## config.mk

```make
export PLATFORM = sky130hd
export DESIGN_NAME = axi_mstr_top
export DESIGN_NICKNAME = d
export VERILOG_FILES = /design/src/verilog/axi_mstr_pkg.sv /design/src/verilog/cfg_cmd_regs.sv /design/src/verilog/axi_cmd_fsm.sv /design/src/verilog/axi_lane_steer.sv /design/src/verilog/axi_mstr_top.sv
export VERILOG_INCLUDE_DIRS = /design/src /design/src/verilog
export SDC_FILE = /design/constraint.sdc
export NUM_CORES = 2
export LEC_CHECK = 0
export BUFFER_PORTS_ARGS = -buffer_cell sky130_fd_sc_hd__buf_4
export CAP_MARGIN = 5
export CORE_AREA = 2 2 541 543
export CTS_CLUSTER_DIAMETER = 40
export DETAILED_ROUTE_END_ITERATION = 6
export DIE_AREA = 0 0 543 545
export SYNTH_ARGS = -nofsm -noshare
export SYNTH_HDL_FRONTEND = slang
export SYNTH_HIERARCHICAL = 1
export SYNTH_SLANG_ARGS = --single-unit
```

## constraint.sdc

```tcl
create_clock -name aclk -period 2.4 [get_ports aclk]
set_input_delay 0.36 -clock aclk [delete_from_list [all_inputs] [get_ports aclk]]
set_output_delay 0.36 -clock aclk [all_outputs]
set_load 0.01 [all_outputs]
```

## src/verilog/axi_mstr_regs.svh

```systemverilog
/* Register map of the AXI master command block */
`ifndef AXI_MSTR_REGS_SVH
`define AXI_MSTR_REGS_SVH

// Register offsets on the configuration bus
`define CCR_ADDR   8'h00
`define CAHR_ADDR  8'h04
`define CALR_ADDR  8'h08
`define CWDR_ADDR  8'h0C
`define CRDR_ADDR  8'h10

// CCR bit positions
`define CCR_GO_BIT     0
`define CCR_DONE_BIT   1
`define CCR_RDWRB_BIT  2

// Readback of an unmapped offset
`define CFG_UNMAPPED   32'hFFFF_FFFF

`endif

```

## src/verilog/axi_mstr_pkg.sv

```systemverilog
/* Shared types for the single-beat AXI master
   Bus widths, configuration bus and AXI channel payloads, sequencer states */
package axi_mstr_pkg;

   // ----------------------------------------------------------------------
   // Bus widths
   // ----------------------------------------------------------------------

   localparam int AXI_ADDR_W = 64;
   localparam int AXI_DATA_W = 512;
   // One strobe bit per data byte
   localparam int AXI_STRB_W = 64;
   localparam int AXI_ID_W   = 16;
   localparam int CFG_DATA_W = 32;
   // Only the low offset byte reaches this block
   localparam int CFG_ADDR_W = 8;

   // ----------------------------------------------------------------------
   // Configuration bus
   // ----------------------------------------------------------------------

   // Host request, held stable until ack
   typedef struct packed {
      logic                  wr;
      logic                  rd;
      logic [CFG_ADDR_W-1:0] addr;
      logic [CFG_DATA_W-1:0] wdata;
   } cfg_req_t;

   // Single-cycle ack with readback data
   typedef struct packed {
      logic                  ack;
      logic [CFG_DATA_W-1:0] rdata;
   } cfg_rsp_t;

   // Command from the register block to the sequencer and lane steering
   typedef struct packed {
      logic                  go;
      logic                  rd_wrb;
      logic [AXI_ADDR_W-1:0] addr;
      logic [CFG_DATA_W-1:0] wdata;
   } mstr_cmd_t;

   // ----------------------------------------------------------------------
   // AXI channel payloads
   // ----------------------------------------------------------------------

   // AW payload, also carried on AR
   typedef struct packed {
      logic [AXI_ID_W-1:0]   id;
      logic [AXI_ADDR_W-1:0] addr;
      logic [7:0]            len;
      logic [2:0]            size;
   } axi_aw_t;

   typedef struct packed {
      logic [AXI_DATA_W-1:0] data;
      logic [AXI_STRB_W-1:0] strb;
      logic                  last;
   } axi_w_t;

   typedef struct packed {
      logic [AXI_ID_W-1:0]   id;
      logic [AXI_DATA_W-1:0] data;
      logic [1:0]            resp;
      logic                  last;
   } axi_r_t;

   typedef struct packed {
      logic [AXI_ID_W-1:0] id;
      logic [1:0]          resp;
   } axi_b_t;

   // Sequencer states, write path then read path
   typedef enum logic [2:0] {
      IDLE    = 3'd0,
      WR      = 3'd1,
      WR_DATA = 3'd2,
      WR_RESP = 3'd3,
      RD      = 3'd4,
      RD_DATA = 3'd5
   } mstr_state_e;

endpackage

```

## src/verilog/cfg_cmd_regs.sv

```systemverilog
/* Command register block of the AXI master
   Host bus handshake, CCR/CAHR/CALR/CWDR/CRDR, readback and done interrupt */
`timescale 1ns/1ps
`include "axi_mstr_regs.svh"

module cfg_cmd_regs (
   input  logic                                aclk,
   input  logic                                aresetn,
   input  axi_mstr_pkg::cfg_req_t              cfg_req,
   output axi_mstr_pkg::cfg_rsp_t              cfg_rsp,
   output axi_mstr_pkg::mstr_cmd_t             cmd,
   output logic                                done,
   input  logic                                idle,
   input  logic                                done_set,
   input  logic                                rd_load,
   input  logic [axi_mstr_pkg::CFG_DATA_W-1:0] rd_word,
   output logic                                done_irq_req
);
   import axi_mstr_pkg::*;

   // Host access
   cfg_req_t              req_q;
   logic                  stretch_q;
   logic                  ack_q;
   logic                  wr_en;
   logic [CFG_DATA_W-1:0] rdata_q;

   // Command registers
   logic                  go_q;
   logic                  done_q;
   logic                  done_qq;
   logic                  rd_wrb_q;
   logic [CFG_DATA_W-1:0] cahr_q;
   logic [CFG_DATA_W-1:0] calr_q;
   logic [CFG_DATA_W-1:0] cwdr_q;
   logic [CFG_DATA_W-1:0] crdr_q;
   logic [CFG_DATA_W-1:0] ccr_word;

   // ----------------------------------------------------------------------
   // Host request stretch and ack
   // ----------------------------------------------------------------------

   // Capture address and data on the strobe
   always_ff @(posedge aclk) begin
      if (cfg_req.wr || cfg_req.rd) begin
         req_q <= cfg_req;
      end
   end

   // Stretch spans strobe to ack; ack is one cycle, one edge after stretch
   always_ff @(posedge aclk) begin
      if (!aresetn) begin
         stretch_q <= 1'b0;
         ack_q     <= 1'b0;
      end else begin
         stretch_q <= cfg_req.wr || cfg_req.rd || (stretch_q && !ack_q);
         ack_q     <= stretch_q && !ack_q;
      end
   end

   // Register update lands on the same edge that raises ack
   assign wr_en = stretch_q && !ack_q && req_q.wr;

   // ----------------------------------------------------------------------
   // Command registers
   // ----------------------------------------------------------------------

   always_ff @(posedge aclk) begin
      if (!aresetn) begin
         go_q     <= 1'b0;
         done_q   <= 1'b0;
         rd_wrb_q <= 1'b0;
         cahr_q   <= '0;
         calr_q   <= '0;
         cwdr_q   <= '0;
         crdr_q   <= '0;
      end else begin
         // Go drops once the sequencer has left IDLE
         go_q   <= go_q && idle;
         // Sticky until software clears it
         done_q <= done_q || done_set;
         if (rd_load) begin
            crdr_q <= rd_word;
         end
         // Host write has priority over hardware updates
         if (wr_en) begin
            case (req_q.addr)
               `CCR_ADDR: begin
                  go_q     <= req_q.wdata[`CCR_GO_BIT];
                  done_q   <= req_q.wdata[`CCR_DONE_BIT];
                  rd_wrb_q <= req_q.wdata[`CCR_RDWRB_BIT];
               end
               `CAHR_ADDR: cahr_q <= req_q.wdata;
               `CALR_ADDR: calr_q <= req_q.wdata;
               `CWDR_ADDR: cwdr_q <= req_q.wdata;
               `CRDR_ADDR: crdr_q <= req_q.wdata;
               default: ;
            endcase
         end
      end
   end

   // ----------------------------------------------------------------------
   // Readback
   // ----------------------------------------------------------------------

   // CCR image, reserved bits read zero
   always_comb begin
      ccr_word                 = '0;
      ccr_word[`CCR_GO_BIT]    = go_q;
      ccr_word[`CCR_DONE_BIT]  = done_q;
      ccr_word[`CCR_RDWRB_BIT] = rd_wrb_q;
   end

   // Registered mux, settles before ack rises
   always_ff @(posedge aclk) begin
      case (req_q.addr)
         `CCR_ADDR:  rdata_q <= ccr_word;
         `CAHR_ADDR: rdata_q <= cahr_q;
         `CALR_ADDR: rdata_q <= calr_q;
         `CWDR_ADDR: rdata_q <= cwdr_q;
         `CRDR_ADDR: rdata_q <= crdr_q;
         default:    rdata_q <= `CFG_UNMAPPED;
      endcase
   end

   assign cfg_rsp = '{ack: ack_q, rdata: rdata_q};

   // ----------------------------------------------------------------------
   // Command out and done interrupt
   // ----------------------------------------------------------------------

   assign cmd  = '{go: go_q, rd_wrb: rd_wrb_q, addr: {cahr_q, calr_q}, wdata: cwdr_q};
   assign done = done_q;

   always_ff @(posedge aclk) begin
      if (!aresetn) begin
         done_qq <= 1'b0;
      end else begin
         done_qq <= done_q;
      end
   end

   // Rising edge of Done, one cycle wide
   assign done_irq_req = done_q && !done_qq;

endmodule

```

## src/verilog/axi_cmd_fsm.sv

```systemverilog
/* Single-beat AXI transfer sequencer
   Walks AW, W, B for a write or AR, R for a read, one state per channel */
`timescale 1ns/1ps

module axi_cmd_fsm (
   input  logic                    aclk,
   input  logic                    aresetn,
   input  axi_mstr_pkg::mstr_cmd_t cmd,
   input  logic                    done,
   output axi_mstr_pkg::axi_aw_t   aw,
   output logic                    awvalid,
   input  logic                    awready,
   output logic                    wvalid,
   input  logic                    wready,
   input  logic                    bvalid,
   output logic                    bready,
   output axi_mstr_pkg::axi_aw_t   ar,
   output logic                    arvalid,
   input  logic                    arready,
   input  logic                    rvalid,
   output logic                    rready,
   output logic                    idle,
   output logic                    done_set,
   output logic                    rd_load
);
   import axi_mstr_pkg::*;

   mstr_state_e state_q;
   mstr_state_e state_d;
   axi_aw_t     addr_beat;

   // ----------------------------------------------------------------------
   // Next state
   // ----------------------------------------------------------------------

   always_comb begin
      // Hold by default, every wait is open ended
      state_d = state_q;
      case (state_q)
         IDLE: begin
            // New command only while Done is clear
            if (cmd.go && !done) begin
               state_d = cmd.rd_wrb ? RD : WR;
            end
         end
         WR:      if (awready) state_d = WR_DATA;
         WR_DATA: if (wready)  state_d = WR_RESP;
         WR_RESP: if (bvalid)  state_d = IDLE;
         RD:      if (arready) state_d = RD_DATA;
         RD_DATA: if (rvalid)  state_d = IDLE;
         default: state_d = IDLE;
      endcase
   end

   always_ff @(posedge aclk) begin
      if (!aresetn) begin
         state_q <= IDLE;
      end else begin
         state_q <= state_d;
      end
   end

   // ----------------------------------------------------------------------
   // Channel controls
   // ----------------------------------------------------------------------

   // Each handshake signal decoded straight from its state
   assign awvalid = (state_q == WR);
   assign wvalid  = (state_q == WR_DATA);
   assign bready  = (state_q == WR_RESP);
   assign arvalid = (state_q == RD);
   assign rready  = (state_q == RD_DATA);

   // ID 0, one beat, 4-byte size
   assign addr_beat = '{id: '0, addr: cmd.addr, len: 8'd0, size: 3'b010};
   assign aw        = addr_beat;
   assign ar        = addr_beat;

   // Status back to the register block
   assign idle     = (state_q == IDLE);
   assign rd_load  = (state_q == RD_DATA) && rvalid;
   // Final handshake of either path
   assign done_set = ((state_q == WR_RESP) && bvalid) || rd_load;

endmodule

```

## src/verilog/axi_lane_steer.sv

```systemverilog
/* Byte-lane steering between the 32-bit command word and the 512-bit beat */
`timescale 1ns/1ps

module axi_lane_steer (
   input  logic [5:0]                          addr_lo,
   input  logic [axi_mstr_pkg::CFG_DATA_W-1:0] wdata,
   output axi_mstr_pkg::axi_w_t                w,
   input  logic [axi_mstr_pkg::AXI_DATA_W-1:0] rdata,
   output logic [axi_mstr_pkg::CFG_DATA_W-1:0] rd_word
);
   import axi_mstr_pkg::*;

   // Bit shift is eight per byte of offset
   logic [8:0]            bit_shift;
   logic [AXI_DATA_W-1:0] wr_wide;
   logic [AXI_DATA_W-1:0] rd_shift;

   assign bit_shift = {addr_lo, 3'b000};

   // ----------------------------------------------------------------------
   // Write lanes
   // ----------------------------------------------------------------------

   // Zero-extend, then move up to the addressed byte
   assign wr_wide = {{(AXI_DATA_W-CFG_DATA_W){1'b0}}, wdata};

   // Offsets past 60 lose the top bytes off the end of the beat
   assign w.data = wr_wide << bit_shift;
   // Four byte enables from the same offset
   assign w.strb = {{(AXI_STRB_W-4){1'b0}}, 4'hF} << addr_lo;
   // Single beat
   assign w.last = 1'b1;

   // ----------------------------------------------------------------------
   // Read lanes
   // ----------------------------------------------------------------------

   assign rd_shift = rdata >> bit_shift;
   assign rd_word  = rd_shift[CFG_DATA_W-1:0];

endmodule

```

## src/verilog/axi_mstr_top.sv

```systemverilog
/* Register-programmed single-beat AXI master
   Host registers drive one 32-bit write or read on a 512-bit AXI bus */
`timescale 1ns/1ps

module axi_mstr_top (
   input  logic                    aclk,
   input  logic                    aresetn,
   // Configuration bus
   input  axi_mstr_pkg::cfg_req_t  cfg_req,
   output axi_mstr_pkg::cfg_rsp_t  cfg_rsp,
   // Write address
   output axi_mstr_pkg::axi_aw_t   aw,
   output logic                    awvalid,
   input  logic                    awready,
   // Write data
   output axi_mstr_pkg::axi_w_t    w,
   output logic                    wvalid,
   input  logic                    wready,
   // Write response
   input  axi_mstr_pkg::axi_b_t    b,
   input  logic                    bvalid,
   output logic                    bready,
   // Read address
   output axi_mstr_pkg::axi_aw_t   ar,
   output logic                    arvalid,
   input  logic                    arready,
   // Read data
   input  axi_mstr_pkg::axi_r_t    r,
   input  logic                    rvalid,
   output logic                    rready,
   output logic                    done_irq_req
);
   import axi_mstr_pkg::*;

   mstr_cmd_t             cmd;
   logic                  done;
   logic                  idle;
   logic                  done_set;
   logic                  rd_load;
   logic [CFG_DATA_W-1:0] rd_word;

   // Host registers and interrupt
   cfg_cmd_regs regs_i (
      .aclk(aclk), .aresetn(aresetn),
      .cfg_req(cfg_req), .cfg_rsp(cfg_rsp),
      .cmd(cmd), .done(done),
      .idle(idle), .done_set(done_set), .rd_load(rd_load), .rd_word(rd_word),
      .done_irq_req(done_irq_req)
   );

   // Channel sequencing
   axi_cmd_fsm fsm_i (
      .aclk(aclk), .aresetn(aresetn),
      .cmd(cmd), .done(done),
      .aw(aw), .awvalid(awvalid), .awready(awready),
      .wvalid(wvalid), .wready(wready),
      .bvalid(bvalid), .bready(bready),
      .ar(ar), .arvalid(arvalid), .arready(arready),
      .rvalid(rvalid), .rready(rready),
      .idle(idle), .done_set(done_set), .rd_load(rd_load)
   );

   // Lane placement by the low address bits
   axi_lane_steer steer_i (
      .addr_lo(cmd.addr[5:0]), .wdata(cmd.wdata), .w(w),
      .rdata(r.data), .rd_word(rd_word)
   );

endmodule

```

# Yosys cells after proc, flatten, opt, wreduce, memory -nomap -nowiden
# Index checks and enable logic that the tools add are counted.
totals:
  ff_bits: 210
  output_inout_bits: 798
op_classes:
  eq_ne: 15
  n_shift: 3
  muxes: 16
  n_reduce_logical: 21
ops:
  columns: ["cell", "n"]
  rows:
  - ["$shl 32x9->512", 1]
  - ["$shr 512x9->32", 1]
  - ["$pmux 32 s5", 1]
  - ["$mux 32", 3]
  - ["$shl 4x6->64 const A", 1]
  - ["$mux 3", 7]
  - ["$pmux 3 s6", 1]
  - ["$eq 8x4->1 const B", 2]
  - ["$eq 8x3->1 const B", 1]
  - ["$eq 8x5->1 const B", 1]
  - ["$logic_not 8->1", 1]
  - ["$ne 2x1->1 const B", 4]
  - ["$reduce_and 2->1", 4]
  - ["$logic_and 1x1->1", 7]
  - ["$eq 3x2->1 const B", 2]
  - ["$eq 3x3->1 const B", 2]
  - ["$reduce_and 6->1", 1]
  - ["$logic_or 1x1->1", 4]
  - ["$mux 1", 4]
  - ["$ne 2x2->1 const B", 2]
  - ["$eq 3x1->1 const B", 1]
  - ["$logic_not 1->1", 3]
  - ["$logic_not 3->1", 1]

# Longest topological paths before layout
logic_depth:
  word_depth: 6
  mapped_depth: 14
  depth_no_buf: 9

# Cells and area by module
# Netlist, hierarchy kept.
modules_own_cells:
  columns: ["mod", "instances", "cells_each", "area_each_um2"]
  rows:
  - ["axi_lane_steer", 1, 2742, 18412.7]
  - ["cfg_cmd_regs", 1, 786, 8206.6]
  - ["axi_cmd_fsm", 1, 221, 1666.6]

# Worst setup path before layout
# OpenSTA, ideal clock, no wires.
synth_path:
  path_kind: "register to register"
  startpoint: "reg regs_i.calr_q[0]"
  endpoint: "reg regs_i.crdr_q[11]"
  setup_time_ns: 0.116
  t_arrival_ns: 2.300
  required_time_ns: 2.284
  slack_ns: -0.016
  path_stages_with_launch: 14
  path_buffers: 5
  synth_period_minus_slack_ns: 2.416
  cell_sequence: "dfxtp_1 -> buf_6 -> buf_12 -> buf_6 -> buf_6 -> buf_6 -> mux2i_1 -> o22ai_1 -> nor4_1 -> nor2_1 -> a211o_1 -> mux2i_1 -> nand2_1 -> o211a_1"
synth_via:
  elab_chain_len: 4
synth_rtl:
  columns: ["item", "line_no", "rtl"]
  rows:
  - ["start: declaration", "cfg_cmd_regs.sv:34", "logic [CFG_DATA_W-1:0] calr_q;"]
  - ["start signal: assignment", "cfg_cmd_regs.sv:94", "`CALR_ADDR: calr_q <= req_q.wdata;"]
  - ["$shr 512x9->32 (*)", "axi_lane_steer.sv:38", "assign rd_shift = rdata >> bit_shift;"]
  - ["named net rd_word[11]", "axi_mstr_top.sv:40", "logic [CFG_DATA_W-1:0] rd_word;"]
  - ["$mux 32 (*)", "cfg_cmd_regs.sv:82", "if (rd_load) begin"]
  - ["$mux 32", "cfg_cmd_regs.sv:87", "case (req_q.addr)"]
  - ["$mux 32 (*)", "cfg_cmd_regs.sv:86", "if (wr_en) begin"]
  - ["end signal: assignment", "cfg_cmd_regs.sv:83", "crdr_q <= rd_word;"]
  - ["end signal: assignment", "cfg_cmd_regs.sv:96", "`CRDR_ADDR: crdr_q <= req_q.wdata;"]
  - ["end: declaration", "cfg_cmd_regs.sv:36", "logic [CFG_DATA_W-1:0] crdr_q;"]
# Mark *: on every way through the listed nets, which the timed path passes. The rest lies on a longest branch.
# A chain may end at the register's enable or synchronous reset.

# Final worst setup path
layout_path:
  startpoint: "reg regs_i.calr_q[0]"
  endpoint: "reg regs_i.crdr_q[27]"
# Same word-level chain as after synthesis.

==> results.py <==
metrics = {
    "run_status": {
        "status": "finished with violations",
        "violations": "setup timing",
    },
    "yosys": {
        "synth-seq-area-share": 0.1631,
        "synth-seq-cells": 210,
        "syn_area_per_cell_um2": 7.545,
        "synth_top_area_frac": 0.1815,
        "synth_cell_types": 94,
        "yosysWarnings": 6,
        "ys.flop_type": "dfxtp_1",
        "synthCells": 3749,
        "synth_edf_count": 41,
        "yosys.area.top_type": "mux2i_1",
        "syn_area_um2": 28290,
        "async_flop_share": 0,
        "synthTopCellsByArea": "mux2i_1 18%, dfxtp_1 12%, nor2_1 9.1%, mux4_2 7.5%, buf_4 5.8%",
    },
    "pwr": {
        "seq_power_share": 0.290,
        "power_switching_mw": 4.186,
        "intPower_mw": 9.379,
        "max-vdd-ir-drop_uv": 602.3,
        "pwr-share-clk": 0.473,
        "p_sw_frac": 0.3086,
        "power.static_leakage_nw": 23.70,
        "powerDensity_nw_per_um2": 224.3,
        "p_comb_frac": 0.237,
    },
    "critical_path": {
        "ff2ff_setup_slack_ns": -0.76,
        "cp_max_fo": 7,
        "crit_type": "reg2reg",
        "r2r-start": "regs_i/calr_q[0]",
        "cp-start-kind": "flip-flop",
        "worst-endpoint-required_ns": 2.89,
        "endpoint": "regs_i/crdr_q[27]",
        "cp.arrival_ns": 3.65,
        "worstReg2RegEnd": "regs_i/crdr_q[27]",
        "reg2reg_depth": 16,
        "startpoint": "regs_i/calr_q[0]",
        "crit_path_end_kind": "flip-flop",
    },
    "global_routing": {
        "grt_pass1_wl_um": 405500,
        "grt_pass1_vias": 38180,
        "met1_usage": 0.2492,
        "met2_usage": 0.3422,
        "grt_busiest_layer": "met2",
        "antenna_found_initial": 188,
        "grt_usage": 0.2087,
        "grt_overflow": 0,
        "grt_start_max_net_pins": 87,
        "use_met3": 0.06276,
    },
    "place": {
        "dpl_cell_area_um2": 49290,
        "port_buffers": 1303,
        "preCtsSetupSlack_ns": -0.9753,
        "place_congestion": 0.9623,
        "place_inst": 9371,
        "dpl.hpwl_um": 280300,
    },
    "sta": {
        "rsz0062_at_grt": "true",
        "setup_viol": 608,
        "period_needed_ns": 3.158,
        "final-hold-violation-count": 0,
        "slew-limit-headroom": 0.3095,
        "finalMaxSlewViolations": 0,
        "max_freq_ghz": 0.3167,
        "fin_skew_ns": 0.05311,
        "tightest_slew_ns": 1.036,
        "period_share": 1.316,
        "layout_setup_ws_ns": -0.7580,
    },
    "floorplan": {
        "initial_core_util": 0.09750,
        "dieArea_um2": 295900,
        "num_io_pins": 1396,
        "num_rows": 198,
        "fp.dieW_um": 543,
        "coreArea_um2": 290100,
        "die_y_um": 545,
    },
    "route": {
        "drtPass1Iterations": 6,
        "drc": 0,
        "wire_per_inst_um": 34.31,
        "drtAntennaViolNets": 0,
        "wirelength_um": 336800,
        "viasPerCell": 4.283,
        "first_iter_violations": 4245,
        "num_vias": 42060,
    },
    "worst_hold_path": {
        "worstHoldStart": "bvalid",
        "hold_path_class": "in2reg",
    },
    "cells_and_area": {
        "post-route-util": 0.2085,
        "synthToLayoutAreaGrowth_pct": 113.8,
        "design_area_um2": 60480,
        "stdcell_count": 9818,
        "fillCellCount": 32080,
        "nets": 6405,
        "layout_commonest_cell": "buf_4",
        "layout_common_cells": "1886 x buf_4, 446 x nor2_1, 427 x mux2i_1",
        "drive_gt1_frac": 0.5896,
    },
    "cts": {
        "htreeDepth": 2,
        "numCtsBuffers": 45,
        "clock_path_buffers": 3,
        "cts_tree": "done",
        "cts-root-buf": "clkbuf_16",
        "cts.sinks": 210,
        "clk_pin_slew_ns": 0.05,
        "clk_latency_ns": 0.59,
    },
    "run": {
        "cap_violations": 0,
    },
}
[sequential cells by signal, indices dropped and copies added, names as in the netlist, 3 cells and up]
name	flops
regs_i/cwdr_q	32
regs_i/crdr_q	32
fsm_i/state_q	3
regs_i/req_q	41
regs_i/cahr_q	32
regs_i/calr_q	32
regs_i/rdata_q	32
[how the worst min path moves through the flow]
stage                                     to  slack (ns)  cells after the start
after floorplan            regs_i/rdata_q[0]        0.41                      2
after global placement    regs_i/rdata_q[14]        0.48                      2
after detailed placement   regs_i/rdata_q[8]        0.48                      2
after CTS                   fsm_i/state_q[2]        0.11                      3
after global routing        fsm_i/state_q[2]        0.13                      3
final                       fsm_i/state_q[2]        0.16                      3
[logic make-up (layout without fill, tap and decap cells)]
logic type               Yosys count  after routing  synth area share
other                              3            132         0.0003981
AO/OA/AOI/OAI                    875            875            0.2138
adder cells (fa/ha/maj)            2              2         0.0008845
flip-flops                       210            210            0.1631
buffers and inverters            578           2618            0.1239
multiplexers                     693            693            0.2906
XOR/XNOR                           2              2         0.0006194
AND/OR/NAND/NOR                 1386           1386            0.2066
[critical path: stages, from the launching register on]
cell	delay, ns
dfxtp_4	0.38
buf_6	0.14
buf_12	0.15
buf_16	0.17
buf_16	0.17
buf_12	0.14
mux2i_2	0.14
buf_4	0.14
mux4_2	0.46
nor2_2	0.11
a311oi_1	0.06
buf_4	0.15
a221oi_4	0.32
buf_12	0.19
mux2i_1	0.08
nand2_1	0.07
o211a_1	0.14
[stage by stage]
stage,setup TNS [ns],power (mW),hold WS [ns]
CTS,-397.97,13.55,0.1149
global route,-403.98,14.09,0.1345
finish,-350.14,13.56,0.1561
detailed placement,-203.92,6.928,0.4785
global placement,-203.10,6.934,0.4811
floorplan,-0.0007794,4.973,0.4149
[routing by layer]
metal	share of wire	routed length, µm
met4	0.057	19120
met3	0.097	32640
met2	0.46	155100
met5	0.00076	255
met1	0.38	129700
[power by group through the flow]
stage          logic [mW]  clock network [mW]  registers (mW)
3_5_place_dp         2.92                   0            4.00
2_1_floorplan        1.13                   0            3.84
6_report             3.21                6.42            3.93
3_3_place_gp         2.93                   0            4.00
4_1_cts              3.02                6.60            3.93
5_1_grt              3.37                6.77            3.94
[cells in the mapped netlist (22+ instances only)]
cell type,number
nor2_1,686
mux2i_1,513
nand2_1,437
buf_4,219
dfxtp_1,169
clkbuf_1,156
o21ai_0,149
o22ai_1,139
a21oi_1,123
buf_2,108
mux4_2,94
mux2_2,86
nand3_1,73
a22oi_1,67
nor2b_1,67
a211oi_1,51
buf_6,41
edfxtp_1,41
a22o_1,37
o211a_1,32
a221oi_1,31
nor3_1,29
o221ai_1,29
buf_1,25
a21boi_0,24
o211ai_1,22
o2bb2ai_1,22
[timing repair]
item	CTS	global route
gates cloned	11	26
pin swaps	38	177
hold endpoints to repair	41	0
resized for setup	331	1150
hold buffers	41	0
setup endpoints to repair	608	612
setup buffers	52	184
[layout make-up]
class	instances	area [µm²]	area share
multi-input cells	3013	25120	0.4153
repair buffers	2512	23950	0.3960
well taps	3900	4880	0.08068
flip-flops and latches	210	4637	0.07667
clock buffers	51	1189	0.01965
clock inverters	32	372.9	0.006165
diodes	77	192.7	0.003186
inverters	22	131.4	0.002172
repair inverters	1	11.26	0.0001862
Note: power is estimated with default switching activity, not from simulation.
